**config.mk**
```make
export PLATFORM = sky130hd
export DESIGN_NAME = pattern_latch
export DESIGN_NICKNAME = d
export VERILOG_FILES = /design/src/verilog/video_pkg.sv /design/src/verilog/pattern_latch.sv
export SDC_FILE = /design/constraint.sdc
export NUM_CORES = 1
export LEC_CHECK = 0
export BUFFER_PORTS_ARGS = -buffer_cell sky130_fd_sc_hd__buf_4
export CAP_MARGIN = 30
export CORE_ASPECT_RATIO = 0.8
export CORE_UTILIZATION = 34
export CTS_CLUSTER_DIAMETER = 50
export DETAILED_ROUTE_END_ITERATION = 8
export PLACE_DENSITY = 0.74
export SLEW_MARGIN = 30
export SYNTH_ARGS = -nofsm -noshare
export SYNTH_HDL_FRONTEND = slang
export SYNTH_SLANG_ARGS = --single-unit
```
**constraint.sdc**
```tcl
create_clock -name clk -period 0.96 [get_ports clk]
set_input_delay 0 -clock clk [delete_from_list [all_inputs] [get_ports clk]]
set_output_delay 0 -clock clk [all_outputs]
set_load 0.01 [all_outputs]
```
**src/verilog/video_pkg.sv**
```systemverilog
package video_pkg;

  // VGA 640x480 at 60 Hz, one clk per VGA pixel
  localparam int H_ACTIVE = 640;
  localparam int H_FRONT  = 16;
  localparam int H_SYNC   = 96;
  localparam int H_BACK   = 48;
  localparam int H_TOTAL  = H_ACTIVE + H_FRONT + H_SYNC + H_BACK;

  localparam int V_ACTIVE = 480;
  localparam int V_FRONT  = 11;
  localparam int V_SYNC   = 2;
  localparam int V_BACK   = 31;
  localparam int V_TOTAL  = V_ACTIVE + V_FRONT + V_SYNC + V_BACK;

  // Screen area placement, in VGA pixels and lines
  localparam int H_BORDER = 64;
  localparam int V_BORDER = 48;
  localparam int SCREEN_W = 256;
  localparam int SCREEN_H = 192;

  // Character layout of the two modes
  localparam int TEXT_LEFT   = 8;
  localparam int TEXT_COLS   = 40;
  localparam int GFX_COLS    = 32;
  localparam int CHAR_W_TEXT = 6;
  localparam int CHAR_W_GFX  = 8;

  localparam int INT_PULSE_LEN = 64;
  localparam int INT_CNT_W     = $clog2(INT_PULSE_LEN);

  localparam int VRAM_DEPTH = 16384;

  typedef logic [13:0] vram_addr_t;
  typedef logic [7:0]  vram_data_t;
  typedef logic [3:0]  color_index_t;
  typedef logic [23:0] rgb_t;
  typedef logic [7:0]  screen_coord_t;
  typedef logic [9:0]  hcount_t;
  typedef logic [9:0]  vcount_t;

  // Fixed TMS9918 colours, entry 0 is transparent
  localparam rgb_t PALETTE [16] = '{
    24'h000000, 24'h010101, 24'h3eb849, 24'h74d07d,
    24'h5955e0, 24'h8076f1, 24'h993e31, 24'h65dbef,
    24'hdb6559, 24'hff897d, 24'hccc35e, 24'hded087,
    24'h3aa241, 24'hb766b5, 24'h777777, 24'hffffff
  };

  typedef enum logic [0:0] {
    TEXT_MODE     = 1'b0,
    GRAPHICS_MODE = 1'b1
  } video_mode_t;

  typedef struct packed {
    video_mode_t  mode;
    logic         video_on;
    logic         vert_retrace_int;
    vram_addr_t   name_table_addr;
    vram_addr_t   pattern_table_addr;
    vram_addr_t   color_table_addr;
    color_index_t text_color;
    color_index_t back_color;
  } video_regs_t;

  typedef struct packed {
    hcount_t       hcount;
    vcount_t       vcount;
    screen_coord_t x;
    screen_coord_t y;
    logic [5:0]    char_col;
    logic [2:0]    char_pix;
    logic          half_pixel;
    logic          de;
    logic          border;
  } raster_pos_t;

  typedef enum logic [2:0] {
    IDLE,
    NAME_ADDR,
    PATTERN_ADDR,
    COLOR_ADDR,
    STORE
  } fetch_state_t;

endpackage

```
**src/verilog/pattern_latch.sv**
```systemverilog
module pattern_latch import video_pkg::*; (
  input  logic        clk,
  input  logic        reset,
  input  raster_pos_t pos,
  input  vram_data_t  vid_data,
  input  logic        load_pattern,
  input  logic        load_color,
  output logic        pattern_bit,
  output vram_data_t  cell_color
);

  vram_data_t color_next;
  vram_data_t pattern_cur;

  // Colour byte arrives first and waits for its pattern
  always_ff @(posedge clk) begin
    if (load_color) begin
      color_next <= vid_data;
    end
  end

  // Pattern load falls on the edge where the cell changes
  always_ff @(posedge clk) begin
    if (reset) begin
      pattern_cur <= '0;
      cell_color  <= '0;
    end else if (load_pattern) begin
      pattern_cur <= vid_data;
      cell_color  <= color_next;
    end
  end

  // Leftmost pixel is the MSB
  assign pattern_bit = pattern_cur[3'd7 - pos.char_pix];

endmodule

```
==> results of run 1 <==
worst min-delay path, stage by stage:
cell and delay, ns:
sky130_fd_sc_hd__buf_4 0.20, sky130_fd_sc_hd__mux2i_1 0.14, sky130_fd_sc_hd__nor2_1 0.07
flip-flops by register name, summed over array words and instances (netlist names):
signal       flops
color_next       8
cell_color       8
pattern_cur      8
layout make-up:
class,instances,area [sq um]
repair buffers,36,299
multi-input cells,35,280
flip-flops and latches,24,562
well taps,34,42.5
fillers,198,1050
clock buffers,4,36.3
worst paths after layout:
kind	depth (start not counted)	endpoint	slack, ns
max reg2reg	3	pattern_cur[7]	0.24
min reg2reg	2	cell_color[3]	0.50
max	3	pattern_bit	-0.58
min	3	cell_color[7]	0.12
cells in the mapped netlist (all sizes together):
cell type,number,area [sq um]
clkbuf,1,3.75
buf,3,16.3
mux4,2,52.6
mux2i,16,160
mux2,1,11.3
nor2,16,60.1
dfxtp,16,320
edfxtp,8,240
cells by family (layout without fill, tap and decap cells):
group                  count (synthesis)  count (layout)
buffers and inverters                  4              40
muxes                                 19              19
and+or+nand+nor                       16              16
DFF                                   24              24
metal layers:
metal	GRT usage, %	part of all wire, %	up-vias
li1	-	-	289
met1	15.1	46	274
met2	22.8	46	18
met3	4.13	6.1	4
met4	10.0	1.8	0
met5	0	0	-
cells in the final DEF (no fill, tap or decap), drive strengths merged:
master       Yosys  layout
mux2i           16      16
dlygate4sd3      0      10
mux4             2       2
edfxtp           8       8
mux2             1       1
buf              3      26
clkbuf           1       4
nor2            16      16
dfxtp           16      16
timing repair:
action	in CTS	in global routing
hold buffers	10	0
setup endpoints to repair	1	1
endpoints found under the hold margin	32	0
resized for setup	2	0
gates cloned	0	0
stage by stage:
step	std cells	TNS, ns
6_report	133	-0.579
5_1_grt	133	-0.626
4_1_cts	133	-0.590
3_5_place_dp	119	-0.228
3_3_place_gp	119	-0.204
2_1_floorplan	63	-0.0575
power by group through the flow:
| stage | logic, uW | registers (uW) | clock network [uW] |
|---|---|---|---|
| 5_1_grt | 293 | 1160 | 578 |
| 2_1_floorplan | 108 | 1180 | 0 |
| 3_5_place_dp | 237 | 1170 | 0 |
| 3_3_place_gp | 232 | 1170 | 0 |
| 4_1_cts | 273 | 1150 | 542 |
| 6_report | 270 | 1150 | 521 |
==> results.txt, run 1 <==
- After detailed routing, the number of vias per cell comes to around 4.4.
- Fin util: 53.7%
- Lkg Pwr: between 0.0005 and 0.0006 uW
* Slowest cell on the critical path: sky130_fd_sc_hd__mux4_2
* Area Growth Syn to Fin: 41.1%
* Wirelength per Cell: ~12 um
- TritonCTS clock tree: done
- Clock transition time at the flip-flop clock pins of the worst setup and hold paths: between 0.1 and 0.15 ns
- Sequential area share after synthesis: around two thirds
* Fraction of synthesized area in multiplexers: 25.9%
* Clock Skews: a little over 0.009 ns
- Worst-skew pair later-pin latency: ~0.31 ns
- Number of placed I/O pins: 69
- The first global-routing pass estimated roughly 2500 um of wire.
- Layout cells sized above 1: between 30% and 40%
- Global placer's final weighted congestion: 0.714
- Syn Std Cell Area: about 860 sq um
- Overall power after layout: around 1900 uW
- Portion of the clock cycle consumed by the worst path in the final layout: 160%
* DRT Wirelength: about 1600 um
- The worst register-to-register path begins at pattern_cur[7].
- Violations in the final reports: negative setup slack
- Counting I/O delays and the setup requirement, the final critical path takes 1.54 ns.
* Internal power consumption: approximately 1500 uW
* Post-Synth Adder-Cell Area: 0%
- The die is roughly 47 um tall.
- The floorplan has 15 rows.
- Clock root buffer: sky130_fd_sc_hd__clkbuf_4
- Nets in the synthesized netlist: about 120
- DRT Pass-1 Iters: 4
- Sequential cell fraction of total power: about 59%
* Worst Setup Slack post-DPL: -0.228 ns
- In the final design database the tool counted 160 nets.
- Worst stage delay on the critical path: around 0.47 ns
- Across the VDD grid, the largest voltage drop is between 0.7 and 0.8 mV.
- Number of port buffers: 23
- The first routing iteration left 9 violations.
- 0 antenna diodes ended up in the layout.
- The kind of cell with the highest combined delay along the critical path is multiplexers.
- For this design the total switching power over the nets is 424 uW.
* CP startpoint: pattern_cur[2]
- Headroom to the max-slew limit came out at 82.3%.
- The final-report max-slew violation count came to 0.
- Tightest Hold Check Type: input port to flip-flop
- Combinational logic is responsible for between 10 and 15% of the overall power.
- At the worst endpoint, the required time is between 0.9 and 1 ns.
- The synthesized netlist devotes 0% of its cell area to compound gates.
- Number of antenna violations at the first check in global routing: 0
- The tightest hold path in the finished design has a slack of about 0.12 ns.
* DRC viols: 0
- Together, buffers and inverters on the worst path number 1.
- The floorplan step set the die width to ~60 um.
- The signal on the critical path passes through mux4_2, mux2_4, buf_6.
- Design Area, Final: around 1200 sq um
* Status: complete, but fails checks
- The floorplan step defined a core boundary enclosing between 2000 and 2500 sq um.
* Clk sinks: 24
- Cell Area, Placed: about 1100 sq um
- CTS H-Tree Depth: 1
- Worst Min Path Start: load_pattern
* Final setup fails: 1
- Pwr/cell area: between 1500 and 2000 nW/um^2
* Max clock buf depth: 2
* Starting density of the core: a little under two fifths
- During synthesis, Yosys emitted a total of 0 warnings.
- Fraction of power spent switching nets: about 22%
- Setup CP Type: flip-flop to output port
- By area, the combinational part of the netlist is dominated by multiplexers.
- Portion of total power attributed to the clock network: between 20 and 30%
* Synth Register Bits: 24
- Antenna-violating nets left: 0
* Largest net degree at the start of global routing: 17
- Via Count: between 500 and 600
* Setup crit start kind: flip-flop
- For the pin with the worst max-slew slack, the measured transition is ~0.27 ns.
* Number of global-route vias before repair: 576
- Number of CTS-inserted buffers: 3
- Timing would allow up to 0.650 GHz.
- Unique masters post-synth: 10
- Of the total synthesized cell area, the portion taken by AND, OR, NAND and NOR gates is 6.95%.
* Global-route total usage across every layer: a little over an eighth
* Max-cap violations: 0
- Number of hold violations in the final report: 0
- Along the worst path, the maximum fanout reaches 2.
- Number of standard cells after synthesis: 63
- Gr ovfl total: 0
- Setup repair bufs after CTS: 0
- After layout, the worst setup slack is -0.579 ns.
* Nature of the critical path endpoint: output port
- Avg Cell Area, Syn: between 10 and 15 sq um
- The synthesized netlist devotes 0% of its cell area to XOR and XNOR gates.
- For the worst setup path, the data arrival time is approximately 1.5 ns.
- The floorplan step defined a die boundary enclosing 2750 sq um.
- RSZ-0062 raised after global routing: true
* Half-perimeter wire length of the detailed placement result: 1120 um
Note: power is estimated with default switching activity, not from simulation.
==> run 2: changes to the inputs <==
- CTS_BUF_LIST: unset -> sky130_fd_sc_hd__clkbuf_16
==> run 2 against run 1 <==
The flow still finishes with violations (negative setup slack). Sequential power hardly changed. Largest power group unchanged. Worst setup slack better by 0.087 ns. Clock-buffer cell count is 1 lower. Clock skew is 0.0085 ns lower. Core utilization is 0.99 points higher. Combinational power is 2% lower. Die area stayed put. Critical endpoint unchanged. Register-to-register slack hardly changed. First-iteration DRC count is 78% lower. Hold slack worse by 0.087 ns.
==> results.txt, run 2 (synthesis gave the netlist of run 1 again) <==
- Worst Setup Slack post-DPL: -0.228 ns (unchanged)
- Lkg Pwr: 0.000558 uW (+1.7%)
* Post-layout minimum cycle time: 1.45 ns (-0.0866 ns)
- Broken down by cell family, the worst path's largest delay share belongs to multiplexers.
- The clock latency on the worst-skew pair is 0.25 ns (-0.06 ns).
- The number of levels in the clock H-tree was 1 (unchanged).
- The half-perimeter wire length of the detailed placement result came to 1120 um (unchanged).
- Fraction of power spent switching nets: 19.9% (-2.0 points)
* Initial detailed-routing violation count: 2 (-7)
- Clock tree synthesis selected as its root buffer the cell sky130_fd_sc_hd__clkbuf_16.
- Endpoint of the worst setup timing path: pattern_bit
- The buffer levels on the longest clock path was 2 (unchanged).
- The DRC violation count after routing came to 0 (unchanged).
- Arrival time at the worst endpoint: 1.45 ns (-0.09 ns)
- Number of hold violations in the final report: 0 (unchanged)
- List of cells traversed by the critical path: mux4_2, mux2_4, buf_6
- The power per standard cell area came to 1850 nW/um^2 (+16%).
- Max-cap violations: 0 (unchanged)
- Setup crit start kind: flip-flop
* Wirelength per Cell: 12.0 um (+1.1%)
- Setup repair after global routing could not meet its margin everywhere.
- Clock Skews: 0.000777 ns (-0.00850 ns)
* TritonCTS clock tree: done
* Core box area: 2270 sq um (unchanged)
- The combined flip-flop and latch cell area was 562 sq um (unchanged).
* Setup CP Type: flip-flop to output port
* Global-route total usage across every layer: 13.0% (-0.56 points)
* Clock transition time at the flip-flop clock pins of the worst setup and hold paths: 0.06 ns (-0.07 ns)
- First-pass GRT wire length: 2470 um (-1.6%)
* Combinational power share: 11.5% (-2.4 points)
* Worst stage delay on the critical path: 0.47 ns (about the same)
- The initial antenna violation count is 0 (unchanged).
- The final-report max-slew violation count came to 0 (unchanged).
- The worst hold slack across all endpoints is 0.0382 ns (-0.0867 ns).
- The number of global-route vias before repair came to 552 (-4.2%).
- The number of placement rows was 15 (unchanged).
- The count of buffers from port buffering was 23 (unchanged).
- The cell depth of the worst flop-to-flop path came to 3 (unchanged).
- Antenna-violating nets left: 0 (unchanged)
- Vias per std cell: 4.42 (+0.49%)
- The highest clock frequency the design can meet is 0.688 GHz (+6.0%).
- Global placer's final weighted congestion: 0.714 (unchanged)
- The worst hold path belongs to the class input port to flip-flop.
- The number of antenna diodes is 0 (unchanged).
- The die boundary height came to 47.1 um (unchanged).
* Die Area: 2750 sq um (unchanged)
* Number of placed I/O pins: 69 (unchanged)
- The logic depth of the worst path, buffers included came to 3 (unchanged).
- Maximum fanout along the worst path: 2 (unchanged)
* Status: complete, but fails checks
- Actual transition at the worst max-transition pin: 0.270 ns (+0.00464 ns)
- The final worst-path cycle share is 151% (-9.0 points).
- Clk sinks: 24 (unchanged)
* DRT Pass-1 Iters: 3 (-1)
- CP startpoint: pattern_cur[2]
* Sum of buffers and inverters on the critical path: 1 (unchanged)
- Sequential cell fraction of total power: 50.3% (-8.9 points)
* Starting density of the core: 38.1% (unchanged)
- Number of CTS-inserted buffers: 3 (unchanged)
- Layout filler cell count: 202 (+2.0%)
* Most frequent cells in the layout: 25 x sky130_fd_sc_hd__buf_4, 16 x sky130_fd_sc_hd__mux2i_1, 16 x sky130_fd_sc_hd__nor2_1
- Slowest cell on the critical path: sky130_fd_sc_hd__mux4_2
- The worst register-to-register path begins at pattern_cur[7].
* Area Growth Syn to Fin: 43.7%
- Register-to-register setup slack: 0.24 ns (about the same)
* Portion of total power attributed to the clock network: 38.2% (+11 points)
* CP Data Required Time: 0.96 ns (about the same)
- In the final layout, the registers with the most flip-flops are cell_color: 8 flops, color_next: 8 flops, pattern_cur: 8 flops.
- The total grt overflow came to 0 (unchanged).
- Die width: 58.4 um (unchanged)
- The switching power total came to 456 uW (+7.4%).
* Peak VDD IR: 0.986 mV (+25%)
- Minimum setup slack in the final design: -0.493 ns (+0.0866 ns)
- Nature of the critical path endpoint: output port
* Via Count: 579 (-1.0%)
- DRT Wirelength: 1570 um (-0.38%)
* Fin util: 54.7% (+0.99 points)
* Max_slew headroom: 82.0% (-0.31 points)
- Combined area of the multi-input logic cells: 280 sq um (unchanged)
- The checks that failed: negative setup slack.
- The maximum number of pins on one net before global-route repair is 17 (unchanged).
- The worst register-to-register path ends at pattern_cur[7].
- Nets: 158 (-1.3%)
- Internal power consumption: 1840 uW (+21%)
* Commonest non-fill, non-tap cell in the layout: sky130_fd_sc_hd__buf_4
- Layout cells sized above 1: 34.0% (-0.32 points)
- Final setup fails: 1 (unchanged)
run 2: changes by cell type in the layout (fill, tap and decap cells not counted), sizes merged:
cell,change
dlygate4sd3,-2
clkbuf,-1
clkinv,+1
run 2: worst min path at each step:
| stage | start | to | depth (start not counted) |
|---|---|---|---|
| after floorplan | vid_data[0] | color_next[0] | 0 |
| after global placement | vid_data[7] | color_next[7] | 1 |
| after detailed placement | vid_data[4] | color_next[4] | 1 |
| after CTS | load_color | color_next[4] | 1 |
| after global routing | load_color | color_next[4] | 1 |
| final | load_color | color_next[4] | 1 |
run 2: routing by layer:
| metal | GRT usage [%] | wire [um] | vias to the layer above |
|---|---|---|---|
| met2 | 21.6 | 747 | 16 |
| met1 | 15.4 | 724 | 276 |
| met4 | 8.57 | 9 | 0 |
| met5 | 0 | 0 | - |
| li1 | - | - | 285 |
| met3 | 3.31 | 86 | 2 |
run 2: power groups by stage:
stage / Combinational, uW / Sequential [uW] / Clock [uW]
3_5_place_dp: 237 / 1170 / 0
5_1_grt: 286 / 1160 / 933
3_3_place_gp: 232 / 1170 / 0
6_report: 264 / 1150 / 876
4_1_cts: 267 / 1150 / 896
2_1_floorplan: 108 / 1180 / 0
run 2: metrics by stage:
stage	setup TNS, ns	instances	total power [uW]	instance area, sq um
after floorplan	-0.0575	63	1280	861
after global placement	-0.204	119	1400	1080
after detailed placement	-0.228	119	1410	1080
after CTS	-0.492	131	2320	1240
after global routing	-0.520	131	2380	1240
final	-0.493	131	2290	1240
run 2: worst reg2reg max path: stages, from the launching register on:
cell                      delay (ns)
sky130_fd_sc_hd__dfxtp_1        0.31
sky130_fd_sc_hd__buf_4          0.13
sky130_fd_sc_hd__mux2i_1        0.12
sky130_fd_sc_hd__nor2_1         0.05
run 2: layout make-up:
cell class / instances / area share (%)
multi-input cells: 35 / 22.6
clock inverters: 1 / 0.302
well taps: 34 / 3.42
clock buffers: 3 / 6.04
flip-flops and latches: 24 / 45.2
repair buffers: 34 / 22.5
run 2: timing repair:
item | in CTS | in global routing
buffers inserted | 0 | 0
hold buffers | 8 | 0
gates resized for setup | 2 | 0
endpoints found under the hold margin | 8 | 0
setup endpoints to repair | 1 | 1
==> run 3: changes to the inputs <==
- CORE_UTILIZATION: 34 -> 40
- HOLD_SLACK_MARGIN: unset -> 0.03
- PLACE_DENSITY: 0.74 -> 0.82
- clock period: 0.96 -> 1.7 ns (I/O delays scaled with it)
==> run 3 against run 2 <==
The flow now finishes without violations. Sequential share of layout area up 0.27 points. Die area fell by 14%. Largest power group is now clock. Power decreased by 37%. Critical path depth is the same. Wire length down 2.3%. Sequential power shrank 43%. Design area is 0.81% lower. Largest cell class unchanged. Non-clock buffer count down 3. Core utilization increased by 8.1 points. Sequential cell count did not move.
==> results.txt, run 3 (synthesis gave the netlist of run 1 again) <==
* Status: completed
- For the finished layout, the period the worst path requires is between 1 and 1.5 ns.
* Final setup fails: 0 (-1)
- Half-perimeter wire length of the detailed placement result: 1010 um (-10%)
* First-pass GRT wire length: 2500 um (+1.1%)
- Maximum fanout along the worst path: 2 (unchanged)
- Number of placed I/O pins: 69 (unchanged)
- Setup crit start kind: flip-flop
* Area Growth Syn to Fin: 42.5%
* Wirelength per Cell: 13.0 um (+8.5%)
- The CTS buffer count came to 3 (unchanged).
- DRT Wirelength: 1530 um (-2.3%)
- Hold-fix buffer count after cts: 8 (unchanged)
- Setup repair bufs after CTS: 0 (unchanged)
- The number of global-route vias before repair is 558 (+1.1%).
* Via Count: 576 (-0.52%)
- The final RePlAce weighted congestion was 0.733 (+2.7%).
- The power share of the combinational group is 9.6% (-1.9 points).
- Max clock buf depth: 2 (unchanged)
- Number of hold violations in the final report: 0 (unchanged)
- Nature of the critical path endpoint: output port
- Peak VDD IR: 1.03 mV (+4.4%)
* Antenna-violating nets left: 0 (unchanged)
* Starting density of the core: 44.1% (+6.0 points)
* Largest net degree at the start of global routing: 17 (unchanged)
* Core box area: 1960 sq um (-14%)
* CTS H-Tree Depth: 1 (unchanged)
- The utilization after layout came to 62.8% (+8.1 points).
* Tightest Hold Check Type: input port to flip-flop
- The relative contribution of the clock network to total power was 45.3% (+7.1 points).
- The number of gates given a new drive strength after cts is 0 (-2).
* Max frequency: about 0.68 GHz
- Vias per std cell: 4.88 (+10%)
* Most frequent cells in the layout: 23 x sky130_fd_sc_hd__buf_4, 16 x sky130_fd_sc_hd__mux2i_1, 16 x sky130_fd_sc_hd__nor2_1, 16 x sky130_fd_sc_hd__dfxtp_1
- The count of buffers from port buffering was 23 (unchanged).
* Gr ovfl total: 0 (unchanged)
- Start of the worst register-to-register path: color_next[0]
- Clock Skews: 0.000709 ns (-0.0000679 ns)
- The critical path in this run is classified as flip-flop to output port.
- The transition at the pin with the smallest max-transition slack is 0.267 ns (-0.00294 ns).
- The net count reported at finish is 155 (-1.9%).
- Endpoint of the worst setup timing path: pattern_bit
- The die boundary height was 43.6 um (-7.5%).
- The internal power summed over all cells was 1180 uW (-36%).
* Max-cap violations: 0 (unchanged)
- The power per standard cell area was 1170 nW/um^2 (-37%).
* RSZ-0062 raised after global routing: false
- The overall die area is 2350 sq um (-14%).
* Arrival time at the worst endpoint: 1.47 ns (+0.02 ns)
- Max_slew headroom: 82.2% (+0.20 points)
- TritonCTS clock tree: done
- Final-layout setup total negative slack: 0 ns (+0.493 ns)
- Reported net switching power: 259 uW (-43%)
* Clock root buffer: sky130_fd_sc_hd__clkbuf_16
- In this run the worst setup path begins at pattern_cur[6].
* Regs by FF count: cell_color: 8 flops, color_next: 8 flops, pattern_cur: 8 flops
* Clk sinks: 24 (unchanged)
* Number of antenna violations at the first check in global routing: 0 (unchanged)
- Global-route total usage across every layer: 15.4% (+2.5 points)
- The flop-to-flop setup slack is 1.03 ns (+0.79 ns).
* Placement Rows: 14 (-1)
- The worst register-to-register path ends at cell_color[0].
- The number of antenna diodes came to 0 (unchanged).
- CP Data Required Time: 1.70 ns (+0.74 ns)
* Clock transition time at the flip-flop clock pins of the worst setup and hold paths: 0.06 ns (about the same)
- The share of total power in sequential cells is 45.1% (-5.2 points).
* Portion of the clock cycle consumed by the worst path in the final layout: 86.5%
- The final-report max-slew violation count was 0 (unchanged).
- Layout cells sized above 1: 29.8% (-4.2 points)
- DRC viols: 0 (unchanged)
- The die boundary width was 54.0 um (-7.5%).
- The cell depth of the worst flop-to-flop path was 2 (-1).
- Commonest non-fill, non-tap cell in the layout: sky130_fd_sc_hd__buf_4
- Worst-skew pair later-pin latency: 0.25 ns (about the same)
- Initial detailed-routing violation count: 8 (+6)
* Lkg Pwr: 0.000564 uW (+1.1%)
* DRT Pass-1 Iters: 4 (+1)
- Fraction of power spent switching nets: 17.9% (-1.9 points)
run 3: layout make-up:
class | instances | area, sq um
timing repair buffer | 31 | 253
fill | 160 | 729
multi-input combinational | 35 | 284
clock buffer | 3 | 75.1
clock inverter | 1 | 30.0
tap | 24 | 30.0
sequential | 24 | 561
run 3: how the worst min path moves through the flow:
| stage | startpoint | cells past startpoint | slack, ns | end |
|---|---|---|---|---|
| 2_1_floorplan | vid_data[0] | 0 | 0.1 | color_next[0] |
| 4_1_cts | load_color | 1 | 0.04 | color_next[0] |
| 5_1_grt | load_color | 1 | 0.04 | color_next[6] |
| 6_report | reset | 2 | 0.04 | cell_color[5] |
| 3_3_place_gp | vid_data[7] | 1 | 0.19 | color_next[7] |
| 3_5_place_dp | vid_data[5] | 1 | 0.19 | color_next[5] |
run 3: power by group through the flow:
stage | combinational, uW | sequential, uW | clock, uW
6_report | 138 | 650 | 654
3_3_place_gp | 121 | 660 | 0
2_1_floorplan | 58.8 | 664 | 0
3_5_place_dp | 124 | 662 | 0
4_1_cts | 139 | 650 | 666
5_1_grt | 150 | 654 | 693
run 3: metrics by stage:
step	instance area, sq um	instances	total power, uW	setup WS, ns	hold WS, ns
finish	1230	118	1440	0.229	0.0434
floorplan	865	63	723	0.650	0.0989
global placement	1050	106	781	0.504	0.188
global route	1230	118	1500	0.171	0.0433
detailed placement	1050	106	787	0.492	0.190
CTS	1230	118	1460	0.211	0.0387
run 3: worst max-delay path: stages (launching register included):
cell                      delay [ns]
sky130_fd_sc_hd__dfxtp_1        0.32
sky130_fd_sc_hd__mux4_1         0.48
sky130_fd_sc_hd__mux2_2         0.27
sky130_fd_sc_hd__buf_4          0.14
run 3: per-layer routing:
layer  vias up  track usage (%)  share of wire [%]
met5         -                0                  0
met4         0             1.54                  0
met3         0             6.32                 11
met2        29             25.9                 49
met1       268             19.3                 41
li1        279                -                  -
